==> config.mk <==
export PLATFORM = sky130hd
export DESIGN_NAME = ccd_timing_top
export DESIGN_NICKNAME = d
export VERILOG_FILES = /design/src/ccd_timing_pkg.sv /design/src/timing_cfg_if.sv /design/src/ad_horizontal_driver.sv /design/src/axil_timing_regs.sv /design/src/ccd_timing_top.sv /design/src/line_frame_timing.sv /design/src/vertical_transfer_driver.sv
export SDC_FILE = /design/constraint.sdc
export NUM_CORES = 1
export LEC_CHECK = 0
export BUFFER_PORTS_ARGS = -buffer_cell sky130_fd_sc_hd__buf_2
export CAP_MARGIN = 20
export CORE_MARGIN = 1.5
export CORE_UTILIZATION = 50
export DETAILED_ROUTE_END_ITERATION = 16
export GPL_ROUTABILITY_DRIVEN = 0
export PLACE_DENSITY = 0.73
export SLEW_MARGIN = 20
export SYNTH_ARGS = -nofsm -noshare
export SYNTH_HDL_FRONTEND = slang
export SYNTH_HIERARCHICAL = 1
export SYNTH_SLANG_ARGS = --single-unit
==> constraint.sdc <==
create_clock -name clk -period 4 [get_ports clk]
set_input_delay 0.2 -clock clk [delete_from_list [all_inputs] [get_ports clk]]
set_output_delay 0.2 -clock clk [all_outputs]
set_load 0.01 [all_outputs]
==> src/ccd_timing_pkg.sv <==
package ccd_timing_pkg;

	// ------------------------------
	// horizontal pixel timing
	// ------------------------------
	localparam int PHASES_PER_PIXEL = 8;	// sys clocks per pixel
	localparam int PHASE_W = $clog2(PHASES_PER_PIXEL);
	localparam logic [PHASE_W-1:0] PHASE_LOW  = 3'd1;	// hl/h1/h2 fall here
	localparam logic [PHASE_W-1:0] PHASE_HIGH = 3'd5;	// and rise here

	// ------------------------------
	// vertical timing
	// ------------------------------
	localparam int V_PHASES      = 4;	// four-phase vertical transfer
	localparam int V_STEP_PIXELS = 1;	// pixels per v step
	localparam int XSG_PIXELS    = 4;	// sensor gate width

	// ------------------------------
	// axi4-lite register map
	// ------------------------------
	localparam int AXI_ADDR_W = 8;
	localparam int AXI_DATA_W = 32;
	localparam int AXI_STRB_W = AXI_DATA_W / 8;
	localparam logic [1:0] RESP_OKAY = 2'b00;

	localparam logic [AXI_ADDR_W-1:0] ADDR_CTRL        = 8'h00;
	localparam logic [AXI_ADDR_W-1:0] ADDR_LINE_PIXELS = 8'h04;
	localparam logic [AXI_ADDR_W-1:0] ADDR_HBLK_PIXELS = 8'h08;
	localparam logic [AXI_ADDR_W-1:0] ADDR_FRAME_LINES = 8'h0C;
	localparam logic [AXI_ADDR_W-1:0] ADDR_VBLK_LINES  = 8'h10;
	localparam logic [AXI_ADDR_W-1:0] ADDR_STATUS      = 8'h14;	// frame counter, ro

	// control register bits
	localparam int CTRL_W          = 4;
	localparam int CTRL_ENABLE_BIT = 0;
	localparam int CTRL_HL_POL_BIT = 1;
	localparam int CTRL_H1_POL_BIT = 2;
	localparam int CTRL_H2_POL_BIT = 3;

	localparam int FRAME_CNT_W = 16;

	// geometry after reset
	localparam int DEFAULT_LINE_PIXELS = 64;
	localparam int DEFAULT_HBLK_PIXELS = 16;
	localparam int DEFAULT_FRAME_LINES = 16;
	localparam int DEFAULT_VBLK_LINES  = 2;

endpackage

==> src/timing_cfg_if.sv <==
`timescale 1ns/10ps

// active timing config, register file -> timing blocks
interface timing_cfg_if #(
	parameter int PIX_W  = 12,
	parameter int LINE_W = 12
) ();

	logic              enable;	// timing run
	logic              hl_pol;	// hl level while masked
	logic              h1_pol;
	logic              h2_pol;
	logic [PIX_W-1:0]  line_pixels;	// pixels per line, incl blank
	logic [PIX_W-1:0]  hblk_pixels;	// masked pixels at line start
	logic [LINE_W-1:0] frame_lines;	// lines per frame, incl blank
	logic [LINE_W-1:0] vblk_lines;	// blank lines at frame start

	modport regs (
		output enable, hl_pol, h1_pol, h2_pol,
		output line_pixels, hblk_pixels, frame_lines, vblk_lines
	);

	modport timing (
		input enable, hl_pol, h1_pol, h2_pol,
		input line_pixels, hblk_pixels, frame_lines, vblk_lines
	);

endinterface

==> src/ad_horizontal_driver.sv <==
`timescale 1ns/10ps

module ad_horizontal_driver (
	input  logic clk,	// 8x pixel clock
	input  logic reset,
	input  logic i_hl_mask_pol,	// hl level while blanked
	input  logic i_h1_mask_pol,
	input  logic i_h2_mask_pol,
	input  logic i_hblk_n,	// low = blank
	output logic o_hl,
	output logic o_h1,
	output logic o_h2,
	output logic o_rg,	// reset gate runs opposite to hl
	output logic o_pix_start	// phase 0 strobe
);

	import ccd_timing_pkg::*;

	localparam int NUM_H = 3;	// hl, h1, h2

	logic [PHASE_W-1:0] phase;
	logic [NUM_H-1:0]   mask_pol;
	logic [NUM_H-1:0]   h_q;
	logic               rg_q;	// reset gate flop

	// ------------------------------
	// phase counter 0..7
	// ------------------------------
	always_ff @(posedge clk) begin
		if (reset) begin
			phase <= '0;
		end else if (phase == PHASE_W'(PHASES_PER_PIXEL - 1)) begin
			phase <= '0;
		end else begin
			phase <= phase + 1'b1;
		end
	end

	assign o_pix_start = (phase == '0);	// rest of design aligns to this

	// ------------------------------
	// hl/h1/h2 share one rule
	// ------------------------------
	assign mask_pol = {i_h2_mask_pol, i_h1_mask_pol, i_hl_mask_pol};

	always_ff @(posedge clk) begin
		if (reset) begin
			h_q  <= '0;
			rg_q <= 1'b1;
		end else begin
			for (int i = 0; i < NUM_H; i++) begin
				if (!i_hblk_n) begin
					h_q[i] <= mask_pol[i];	// park at polarity while blanked
				end else if (phase == PHASE_LOW) begin
					h_q[i] <= 1'b0;
				end else if (phase == PHASE_HIGH) begin
					h_q[i] <= 1'b1;
				end
			end
			// rg takes the opposite level on the same edges
			if (!i_hblk_n) begin
				rg_q <= !mask_pol[0];
			end else if (phase == PHASE_LOW) begin
				rg_q <= 1'b1;
			end else if (phase == PHASE_HIGH) begin
				rg_q <= 1'b0;
			end
		end
	end

	assign o_hl = h_q[0];
	assign o_h1 = h_q[1];
	assign o_h2 = h_q[2];
	assign o_rg = rg_q;

endmodule

==> src/axil_timing_regs.sv <==
`timescale 1ns/10ps

module axil_timing_regs #(
	parameter int PIX_W  = 12,
	parameter int LINE_W = 12
) (
	input  logic                                  clk,
	input  logic                                  reset,
	input  logic                                  i_frame_start,	// shadow load strobe
	// write address / data, taken together
	input  logic [ccd_timing_pkg::AXI_ADDR_W-1:0] i_awaddr,
	input  logic                                  i_awvalid,
	output logic                                  o_awready,
	input  logic [ccd_timing_pkg::AXI_DATA_W-1:0] i_wdata,
	input  logic [ccd_timing_pkg::AXI_STRB_W-1:0] i_wstrb,
	input  logic                                  i_wvalid,
	output logic                                  o_wready,
	output logic [1:0]                            o_bresp,
	output logic                                  o_bvalid,
	input  logic                                  i_bready,
	// read channels
	input  logic [ccd_timing_pkg::AXI_ADDR_W-1:0] i_araddr,
	input  logic                                  i_arvalid,
	output logic                                  o_arready,
	output logic [ccd_timing_pkg::AXI_DATA_W-1:0] o_rdata,
	output logic [1:0]                            o_rresp,
	output logic                                  o_rvalid,
	input  logic                                  i_rready,
	timing_cfg_if.regs                            cfg
);

	import ccd_timing_pkg::*;

	logic [CTRL_W-1:0]      ctrl;	// enable + polarities, live
	logic [PIX_W-1:0]       line_pixels_sh;	// shadow geometry
	logic [PIX_W-1:0]       hblk_pixels_sh;
	logic [LINE_W-1:0]      frame_lines_sh;
	logic [LINE_W-1:0]      vblk_lines_sh;
	logic [FRAME_CNT_W-1:0] frame_cnt;
	logic                   wr_en;
	logic                   rd_en;

	// byte-lane merge of a write into the old value
	function automatic logic [AXI_DATA_W-1:0] merge_strb(
		input logic [AXI_DATA_W-1:0] old_val,
		input logic [AXI_DATA_W-1:0] new_val,
		input logic [AXI_STRB_W-1:0] strb
	);
		logic [AXI_DATA_W-1:0] res;
		res = old_val;
		for (int i = 0; i < AXI_STRB_W; i++) begin
			if (strb[i]) res[8*i +: 8] = new_val[8*i +: 8];
		end
		return res;
	endfunction

	// ------------------------------
	// handshakes
	// ------------------------------
	assign o_awready = i_wvalid && !o_bvalid;	// aw and w accepted as a pair
	assign o_wready  = i_awvalid && !o_bvalid;
	assign wr_en     = i_awvalid && i_wvalid && !o_bvalid;
	assign o_arready = !o_rvalid;	// held rdata blocks next read
	assign rd_en     = i_arvalid && o_arready;
	assign o_bresp   = RESP_OKAY;
	assign o_rresp   = RESP_OKAY;

	always_ff @(posedge clk) begin
		if (reset) begin
			o_bvalid <= 1'b0;
			o_rvalid <= 1'b0;
		end else begin
			if (wr_en) o_bvalid <= 1'b1;	// response one cycle later
			else if (i_bready) o_bvalid <= 1'b0;
			if (rd_en) o_rvalid <= 1'b1;
			else if (i_rready) o_rvalid <= 1'b0;
		end
	end

	// ------------------------------
	// register writes
	// ------------------------------
	always_ff @(posedge clk) begin
		if (reset) begin
			ctrl           <= '0;	// disabled, all masks low
			line_pixels_sh <= PIX_W'(DEFAULT_LINE_PIXELS);
			hblk_pixels_sh <= PIX_W'(DEFAULT_HBLK_PIXELS);
			frame_lines_sh <= LINE_W'(DEFAULT_FRAME_LINES);
			vblk_lines_sh  <= LINE_W'(DEFAULT_VBLK_LINES);
		end else if (wr_en) begin
			case (i_awaddr)
				ADDR_CTRL:
					ctrl <= CTRL_W'(merge_strb(AXI_DATA_W'(ctrl), i_wdata, i_wstrb));
				ADDR_LINE_PIXELS:
					line_pixels_sh <= PIX_W'(merge_strb(AXI_DATA_W'(line_pixels_sh),
						i_wdata, i_wstrb));
				ADDR_HBLK_PIXELS:
					hblk_pixels_sh <= PIX_W'(merge_strb(AXI_DATA_W'(hblk_pixels_sh),
						i_wdata, i_wstrb));
				ADDR_FRAME_LINES:
					frame_lines_sh <= LINE_W'(merge_strb(AXI_DATA_W'(frame_lines_sh),
						i_wdata, i_wstrb));
				ADDR_VBLK_LINES:
					vblk_lines_sh <= LINE_W'(merge_strb(AXI_DATA_W'(vblk_lines_sh),
						i_wdata, i_wstrb));
				default: ;	// status and holes ignore writes
			endcase
		end
	end

	// shadow -> active only at frame start, frame never changes shape midway
	always_ff @(posedge clk) begin
		if (reset) begin
			cfg.line_pixels <= PIX_W'(DEFAULT_LINE_PIXELS);
			cfg.hblk_pixels <= PIX_W'(DEFAULT_HBLK_PIXELS);
			cfg.frame_lines <= LINE_W'(DEFAULT_FRAME_LINES);
			cfg.vblk_lines  <= LINE_W'(DEFAULT_VBLK_LINES);
			frame_cnt       <= '0;
		end else if (i_frame_start) begin
			cfg.line_pixels <= line_pixels_sh;
			cfg.hblk_pixels <= hblk_pixels_sh;
			cfg.frame_lines <= frame_lines_sh;
			cfg.vblk_lines  <= vblk_lines_sh;
			frame_cnt       <= frame_cnt + 1'b1;	// wraps at 16 bits
		end
	end

	// control bits bypass the shadow
	assign cfg.enable = ctrl[CTRL_ENABLE_BIT];
	assign cfg.hl_pol = ctrl[CTRL_HL_POL_BIT];
	assign cfg.h1_pol = ctrl[CTRL_H1_POL_BIT];
	assign cfg.h2_pol = ctrl[CTRL_H2_POL_BIT];

	// ------------------------------
	// read mux, registered
	// ------------------------------
	always_ff @(posedge clk) begin
		if (rd_en) begin
			case (i_araddr)
				ADDR_CTRL:        o_rdata <= AXI_DATA_W'(ctrl);
				ADDR_LINE_PIXELS: o_rdata <= AXI_DATA_W'(line_pixels_sh);	// shadow value
				ADDR_HBLK_PIXELS: o_rdata <= AXI_DATA_W'(hblk_pixels_sh);
				ADDR_FRAME_LINES: o_rdata <= AXI_DATA_W'(frame_lines_sh);
				ADDR_VBLK_LINES:  o_rdata <= AXI_DATA_W'(vblk_lines_sh);
				ADDR_STATUS:      o_rdata <= AXI_DATA_W'(frame_cnt);
				default:          o_rdata <= '0;
			endcase
		end
	end

endmodule

==> src/ccd_timing_top.sv <==
`timescale 1ns/10ps

module ccd_timing_top #(
	parameter int PIX_W  = 12,
	parameter int LINE_W = 12
) (
	input  logic                                  clk,
	input  logic                                  reset,
	// axi4-lite slave
	input  logic [ccd_timing_pkg::AXI_ADDR_W-1:0] i_awaddr,
	input  logic                                  i_awvalid,
	output logic                                  o_awready,
	input  logic [ccd_timing_pkg::AXI_DATA_W-1:0] i_wdata,
	input  logic [ccd_timing_pkg::AXI_STRB_W-1:0] i_wstrb,
	input  logic                                  i_wvalid,
	output logic                                  o_wready,
	output logic [1:0]                            o_bresp,
	output logic                                  o_bvalid,
	input  logic                                  i_bready,
	input  logic [ccd_timing_pkg::AXI_ADDR_W-1:0] i_araddr,
	input  logic                                  i_arvalid,
	output logic                                  o_arready,
	output logic [ccd_timing_pkg::AXI_DATA_W-1:0] o_rdata,
	output logic [1:0]                            o_rresp,
	output logic                                  o_rvalid,
	input  logic                                  i_rready,
	// ccd afe clocks
	output logic                                  o_hl,
	output logic                                  o_h1,
	output logic                                  o_h2,
	output logic                                  o_rg,
	output logic [ccd_timing_pkg::V_PHASES-1:0]   o_v,
	output logic                                  o_xsg,
	output logic                                  o_hd,
	output logic                                  o_vd
);

	logic pix_start;
	logic hblk_n;
	logic vblk;
	logic line_start;
	logic frame_start;

	timing_cfg_if #(.PIX_W(PIX_W), .LINE_W(LINE_W)) cfg_if ();

	// ------------------------------
	// registers
	// ------------------------------
	axil_timing_regs #(.PIX_W(PIX_W), .LINE_W(LINE_W)) u_regs (
		.clk(clk), .reset(reset), .i_frame_start(frame_start),
		.i_awaddr(i_awaddr), .i_awvalid(i_awvalid), .o_awready(o_awready),
		.i_wdata(i_wdata), .i_wstrb(i_wstrb), .i_wvalid(i_wvalid), .o_wready(o_wready),
		.o_bresp(o_bresp), .o_bvalid(o_bvalid), .i_bready(i_bready),
		.i_araddr(i_araddr), .i_arvalid(i_arvalid), .o_arready(o_arready),
		.o_rdata(o_rdata), .o_rresp(o_rresp), .o_rvalid(o_rvalid), .i_rready(i_rready),
		.cfg(cfg_if.regs)
	);

	// ------------------------------
	// timing and drivers
	// ------------------------------
	line_frame_timing #(.PIX_W(PIX_W), .LINE_W(LINE_W)) u_line_frame (
		.clk(clk), .reset(reset), .i_pix_start(pix_start), .cfg(cfg_if.timing),
		.o_hblk_n(hblk_n), .o_vblk(vblk), .o_line_start(line_start),
		.o_frame_start(frame_start), .o_hd(o_hd), .o_vd(o_vd)
	);

	ad_horizontal_driver u_hdrv (
		.clk(clk), .reset(reset),
		.i_hl_mask_pol(cfg_if.hl_pol), .i_h1_mask_pol(cfg_if.h1_pol),
		.i_h2_mask_pol(cfg_if.h2_pol), .i_hblk_n(hblk_n),
		.o_hl(o_hl), .o_h1(o_h1), .o_h2(o_h2), .o_rg(o_rg), .o_pix_start(pix_start)
	);

	vertical_transfer_driver u_vdrv (
		.clk(clk), .reset(reset), .i_pix_start(pix_start),
		.i_line_start(line_start), .i_frame_start(frame_start), .i_vblk(vblk),
		.o_v(o_v), .o_xsg(o_xsg)
	);

endmodule

==> src/line_frame_timing.sv <==
`timescale 1ns/10ps

module line_frame_timing #(
	parameter int PIX_W  = 12,
	parameter int LINE_W = 12
) (
	input  logic       clk,
	input  logic       reset,
	input  logic       i_pix_start,	// phase-0 strobe from h driver
	timing_cfg_if.timing cfg,
	output logic       o_hblk_n,	// combined mask, low = blank
	output logic       o_vblk,
	output logic       o_line_start,	// first cycle of pixel 0
	output logic       o_frame_start,	// first cycle of pixel 0, line 0
	output logic       o_hd,	// low for pixel 0
	output logic       o_vd	// low for line 0
);

	logic              running;	// set by first pix_start after reset
	logic [PIX_W-1:0]  pix_cnt;
	logic [LINE_W-1:0] line_cnt;
	logic              pix_wrap;
	logic              line_wrap;
	logic [PIX_W-1:0]  pix_d;
	logic [LINE_W-1:0] line_d;

	// ------------------------------
	// next counter values
	// ------------------------------
	// first strobe after reset lands on pixel 0 of line 0
	assign pix_wrap  = !running || (pix_cnt >= cfg.line_pixels - 1'b1);
	assign line_wrap = !running || (line_cnt >= cfg.frame_lines - 1'b1);

	always_comb begin
		pix_d  = pix_cnt;
		line_d = line_cnt;
		if (i_pix_start) begin
			if (pix_wrap) begin
				pix_d  = '0;
				line_d = line_wrap ? '0 : line_cnt + 1'b1;
			end else begin
				pix_d = pix_cnt + 1'b1;
			end
		end
	end

	// ------------------------------
	// counters, mask and syncs
	// ------------------------------
	always_ff @(posedge clk) begin
		if (reset) begin
			running       <= 1'b0;
			pix_cnt       <= '0;
			line_cnt      <= '0;
			o_hblk_n      <= 1'b0;
			o_vblk        <= 1'b0;
			o_hd          <= 1'b1;
			o_vd          <= 1'b1;
			o_line_start  <= 1'b0;
			o_frame_start <= 1'b0;
		end else begin
			running  <= running || i_pix_start;
			pix_cnt  <= pix_d;
			line_cnt <= line_d;
			// mask re-evaluated every clock so enable=0 blanks at once
			o_hblk_n <= cfg.enable && (pix_d >= cfg.hblk_pixels) &&
				(line_d >= cfg.vblk_lines);
			o_vblk   <= line_d < cfg.vblk_lines;
			o_hd     <= pix_d != '0;
			o_vd     <= line_d != '0;
			o_line_start  <= i_pix_start && pix_wrap;	// one-clock pulses
			o_frame_start <= i_pix_start && pix_wrap && line_wrap;
		end
	end

endmodule

==> src/vertical_transfer_driver.sv <==
`timescale 1ns/10ps

module vertical_transfer_driver (
	input  logic                                clk,
	input  logic                                reset,
	input  logic                                i_pix_start,	// pixel boundary strobe
	input  logic                                i_line_start,
	input  logic                                i_frame_start,
	input  logic                                i_vblk,	// valid with line_start
	output logic [ccd_timing_pkg::V_PHASES-1:0] o_v,	// one-hot v1..v4
	output logic                                o_xsg	// sensor gate, low active
);

	import ccd_timing_pkg::*;

	localparam int STEP_W = $clog2(V_STEP_PIXELS + 1);
	localparam int IDX_W  = $clog2(V_PHASES);
	localparam int XSG_W  = $clog2(XSG_PIXELS + 1);

	typedef enum logic [1:0] {
		V_IDLE,	// waiting for an active line
		V_WAIT,	// armed, start on next pixel boundary
		V_RUN	// stepping v phases
	} v_state_t;

	v_state_t          v_state;
	logic [IDX_W-1:0]  v_idx;	// current v phase
	logic [STEP_W-1:0] step_pix;	// pixels spent in phase
	logic              xsg_wait;
	logic [XSG_W-1:0]  xsg_cnt;	// pixels of gate left

	// ------------------------------
	// vertical transfer fsm
	// ------------------------------
	// line_start sits in pixel 0, so the first step begins on pixel 1
	always_ff @(posedge clk) begin
		if (reset) begin
			v_state  <= V_IDLE;
			v_idx    <= '0;
			step_pix <= '0;
		end else begin
			case (v_state)
				V_IDLE: if (i_line_start && !i_vblk) v_state <= V_WAIT;
				V_WAIT: if (i_pix_start) begin
					v_state  <= V_RUN;
					v_idx    <= '0;
					step_pix <= '0;
				end
				V_RUN: if (i_pix_start) begin
					if (step_pix == STEP_W'(V_STEP_PIXELS - 1)) begin
						step_pix <= '0;
						if (v_idx == IDX_W'(V_PHASES - 1)) v_state <= V_IDLE;	// back to 0
						else v_idx <= v_idx + 1'b1;
					end else begin
						step_pix <= step_pix + 1'b1;
					end
				end
				default: v_state <= V_IDLE;
			endcase
		end
	end

	assign o_v = (v_state == V_RUN) ? (V_PHASES'(1) << v_idx) : '0;

	// ------------------------------
	// xsg pulse, once per frame
	// ------------------------------
	always_ff @(posedge clk) begin
		if (reset) begin
			xsg_wait <= 1'b0;
			xsg_cnt  <= '0;
		end else begin
			if (i_frame_start) xsg_wait <= 1'b1;
			if (i_pix_start) begin
				if (xsg_wait) begin
					xsg_wait <= 1'b0;
					xsg_cnt  <= XSG_W'(XSG_PIXELS);	// pixel aligned start
				end else if (xsg_cnt != '0) begin
					xsg_cnt <= xsg_cnt - 1'b1;
				end
			end
		end
	end

	assign o_xsg = (xsg_cnt == '0);	// idle high

endmodule
==> metrics.cfg <==
[place]
place.port_buffers = 68
post-place-cells = 1329
dp.final_hpwl_mm = 16.4

[timing]
finalClockSkew_ps = 9.69
setup_repair_after_global_routing_missed_its_margin = yes
timing.final.max_slew_violations = 0
clock.fmax_ghz = 0.245
finalHoldViolCount = 0
setup_viol_count_final = 2
crit_path_time_final_ps = 4080
setup_ws_ps = -78.4
worst_pin_slew_ps = 937
final.period_utilization_pct = 102
maxSlewHeadroom_pct = 37.5

[power]
power-per-cell-area_nw_per_um2 = 369
power.share.clock_pct = 41.3
p_switching_w = 0.00114
power.share.switching_pct = 27.5
ir_worst_vdd_v = 0.000272
comb_power_share_pct = 13.0
power.leakage_nw = 4.97
sequentialPowerShare_pct = 45.7
internal_power_w = 0.00299

[worst_setup_path]
critical_path_peak_fanout = 6
cp_data_required_time_ps = 4310
critPathArrivalTime_ps = 4390
timing_worst_setup_path_type = reg -> reg
setup.worst_path.end_class = register
critPathLaunchType = register

[die]
die_height_um = 140
num_io_pins = 111
die-area_um2 = 19700
die_x_um = 140
core_um2 = 18600
placement_rows = 50
floorplan.initialDensity_pct = 50.7

[clock_tree]
cts_made_buffers = 17
clkLatencyLatePin_ps = 430
clock-root-buffer = sky130_fd_sc_hd__clkbuf_16
htree_num_levels = 4
clkSlewWorstSetupHoldPaths_ps = 80
tritoncts = built
clock_path_buffers = 2
clk_sink_count = 180

[synthesis]
synth_area_per_cell_um2 = 9.34
synth.largest_area_cell = sky130_fd_sc_hd__dfxtp_1
seq_area_frac_synth_pct = 39.9
commonest_register_cell_after_synthesis = sky130_fd_sc_hd__dfxtp_1
synth_seq_cells = 180
synthDominantCellAreaShare_pct = 34.8
synth.lib_cells_used.distinct = 75
netlist_area_before_placement_um2 = 9420
yosys_warnings = 6
number_of_synthesized_flops_with_an_enable_pin = 16
synth_cells = 1009
netlist_top_cells_area = sky130_fd_sc_hd__dfxtp_1 (35%), sky130_fd_sc_hd__mux2i_1 (12%), sky130_fd_sc_hd__ha_1 (8.4%), sky130_fd_sc_hd__nor2_1 (6.0%), sky130_fd_sc_hd__edfxtp_1 (5.1%)
async_flop_share_pct = 0

[final_layout]
final_core_utilization_pct = 60.1
layout-drive-gt1-share_pct = 19.9
most-common-layout-cells = sky130_fd_sc_hd__dfxtp_1 (161), sky130_fd_sc_hd__nor2_1 (148), sky130_fd_sc_hd__mux2i_1 (109)
fin_cells = 1366
area_delta_synth_final_pct = 18.5
n_fill_cell = 1527
layout_commonest_cell = sky130_fd_sc_hd__dfxtp_1
final_net_count = 1241
inserted_diodes = 0

[run]
drv.max_cap_violation_count = 0

[routing]
detailroute.via_count = 7687
initialDrtViolationCount = 523
drt.antenna.violating_nets = 0
drt_first_pass_iters = 5
post-route-drc-count = 0
wl_per_cell_um = 16.9
route.final.wire_length_mm = 23.0
detail_route.vias_per_cell = 5.63

[global_route]
grt_start_max_net_pins = 84
grt_first_pass_wirelength_mm = 37.0
first_global_vias = 7226
grt_overflow_total = 0
global_route.usage.total_pct = 23.7
number_of_antenna_violations_at_the_first_check_in_global_routing = 0

[run_status]
failed_checks = negative setup slack
run_status = finished, violations left

[hold_path]
worst_min_delay_path_class = in -> reg

==> worst max-delay path, cell delays in order, from the launching register on <==
cell                       delay (ps)
sky130_fd_sc_hd__dfxtp_1          330
sky130_fd_sc_hd__nor4_4           340
sky130_fd_sc_hd__nand2_2          140
sky130_fd_sc_hd__nor2_1           150
sky130_fd_sc_hd__xnor2_1          140
sky130_fd_sc_hd__ha_1             270
sky130_fd_sc_hd__a21oi_1          170
sky130_fd_sc_hd__nor2_1            60
sky130_fd_sc_hd__a2111o_1         480
sky130_fd_sc_hd__a22oi_2          320
sky130_fd_sc_hd__buf_6            180
sky130_fd_sc_hd__a22o_1           190
sky130_fd_sc_hd__ha_1             240
sky130_fd_sc_hd__nor2b_1          140
sky130_fd_sc_hd__o21a_1           170
sky130_fd_sc_hd__o21a_1           170
sky130_fd_sc_hd__o21ai_1          120
sky130_fd_sc_hd__o211ai_1         130
sky130_fd_sc_hd__a21oi_1          160
sky130_fd_sc_hd__nor3_1            70
==> power groups by stage <==
| stage | combinational, W | clock, W | sequential, W |
|---|---|---|---|
| after floorplan | 0.000336 | 0 | 0.00193 |
| after global placement | 0.000473 | 0 | 0.00193 |
| after detailed placement | 0.000486 | 0 | 0.00193 |
| after CTS | 0.000519 | 0.00173 | 0.00189 |
| after global routing | 0.000587 | 0.00181 | 0.00189 |
| final | 0.000536 | 0.00170 | 0.00189 |
==> Yosys cell counts (7+ instances only) <==
cell	count
sky130_fd_sc_hd__xnor2_1	21
sky130_fd_sc_hd__ha_1	63
sky130_fd_sc_hd__nor2_1	151
sky130_fd_sc_hd__clkbuf_1	19
sky130_fd_sc_hd__inv_1	49
sky130_fd_sc_hd__nor4_1	7
sky130_fd_sc_hd__a21oi_1	32
sky130_fd_sc_hd__a21o_1	13
sky130_fd_sc_hd__buf_2	11
sky130_fd_sc_hd__buf_4	20
sky130_fd_sc_hd__nor3_1	30
sky130_fd_sc_hd__and2_1	11
sky130_fd_sc_hd__nand3_1	19
sky130_fd_sc_hd__xor2_1	21
sky130_fd_sc_hd__a22oi_1	10
sky130_fd_sc_hd__nand4_1	16
sky130_fd_sc_hd__edfxtp_1	16
sky130_fd_sc_hd__o21ai_0	16
sky130_fd_sc_hd__or4_1	8
sky130_fd_sc_hd__and3_1	7
sky130_fd_sc_hd__nor2b_1	23
sky130_fd_sc_hd__nand2b_1	9
sky130_fd_sc_hd__nand2_1	45
sky130_fd_sc_hd__dfxtp_1	164
sky130_fd_sc_hd__mux2i_1	109
sky130_fd_sc_hd__buf_1	8
==> repair_timing <==
action,in CTS,in global routing
buffers inserted,3,1
endpoints found under the hold margin,1,0
endpoints found under the setup margin,2,2
gates resized for setup,30,20
pin swaps,20,8
hold buffers,1,0
==> per-layer routing <==
layer | vias to the layer above | routed length, µm | global-route usage (%)
met1 | 3636 | 10500 | 32.1
li1 | 3766 | - | -
met4 | 0 | 443 | 7.81
met5 | - | 0 | 0
met3 | 33 | 1200 | 4.10
met2 | 252 | 10900 | 38.4
==> per-stage QoR <==
step / hold WS (ps) / cell area, µm² / setup TNS (ps) / setup slack, ps / total power (W)
floorplan: 271 / 9510 / 0 / 15.7 / 0.00226
global placement: 388 / 10300 / -142 / -89.3 / 0.00240
detailed placement: 390 / 10300 / -366 / -190 / 0.00241
CTS: 17.7 / 11100 / -16.0 / -16.0 / 0.00414
global route: 47.7 / 11200 / -495 / -267 / 0.00429
finish: 30.5 / 11200 / -117 / -78.4 / 0.00413
==> layout make-up <==
cell class / instances / area, µm² / area share, %
well taps: 234 / 293 / 2.62
flip-flops and latches: 180 / 3770 / 33.7
inverters: 50 / 188 / 1.68
clock inverters: 15 / 189 / 1.69
repair buffers: 132 / 853 / 7.64
multi-input cells: 738 / 5450 / 48.8
clock buffers: 17 / 425 / 3.81
==> flip-flops by register name (all words and copies together) (netlist names), 4 cells and up <==
register                flops
u_regs/ctrl                 4
u_regs/cfg.frame_lines     12
u_regs/hblk_pixels_sh      12
u_regs/frame_cnt           16
u_regs/cfg.line_pixels     12
u_regs/frame_lines_sh      12
u_regs/cfg.hblk_pixels     12
u_regs/cfg.vblk_lines      12
u_regs/vblk_lines_sh       12
u_line_frame/pix_cnt       12
u_line_frame/line_cnt      12
u_regs/line_pixels_sh      12
u_regs/o_rdata             16
==> worst paths after layout <==
kind | startpoint | end | slack, ps | cells after the start
max reg2reg | u_regs/cfg.line_pixels[5]$_SDFFE_PP0P_ | u_line_frame/o_hblk_n$_SDFF_PP0_ | -80 | 19
min | i_arvalid | u_regs/o_rvalid$_SDFFE_PP0P_ | 30 | 3
max | u_regs/cfg.line_pixels[5]$_SDFFE_PP0P_ | u_line_frame/o_hblk_n$_SDFF_PP0_ | -80 | 19
min reg2reg | u_regs/frame_cnt[15]$_SDFFE_PP0P_ | u_regs/frame_cnt[15]$_SDFFE_PP0P_ | 490 | 2
==> cell families (layout without fill, tap and decap cells) <==
group	after synthesis	after routing	share of synthesized area (%)
adders and majority gates	63	63	8.37
AOI/OAI and AO/OA	131	131	10.1
buffers and inverters	110	214	5.48
muxes	115	115	12.7
xor gates and xnor gates	42	42	3.90
DFF	180	180	39.9
other	1	20	0.0398
and+or+nand+nor	367	367	19.5
No activity file was read; power rests on OpenSTA's default activity.
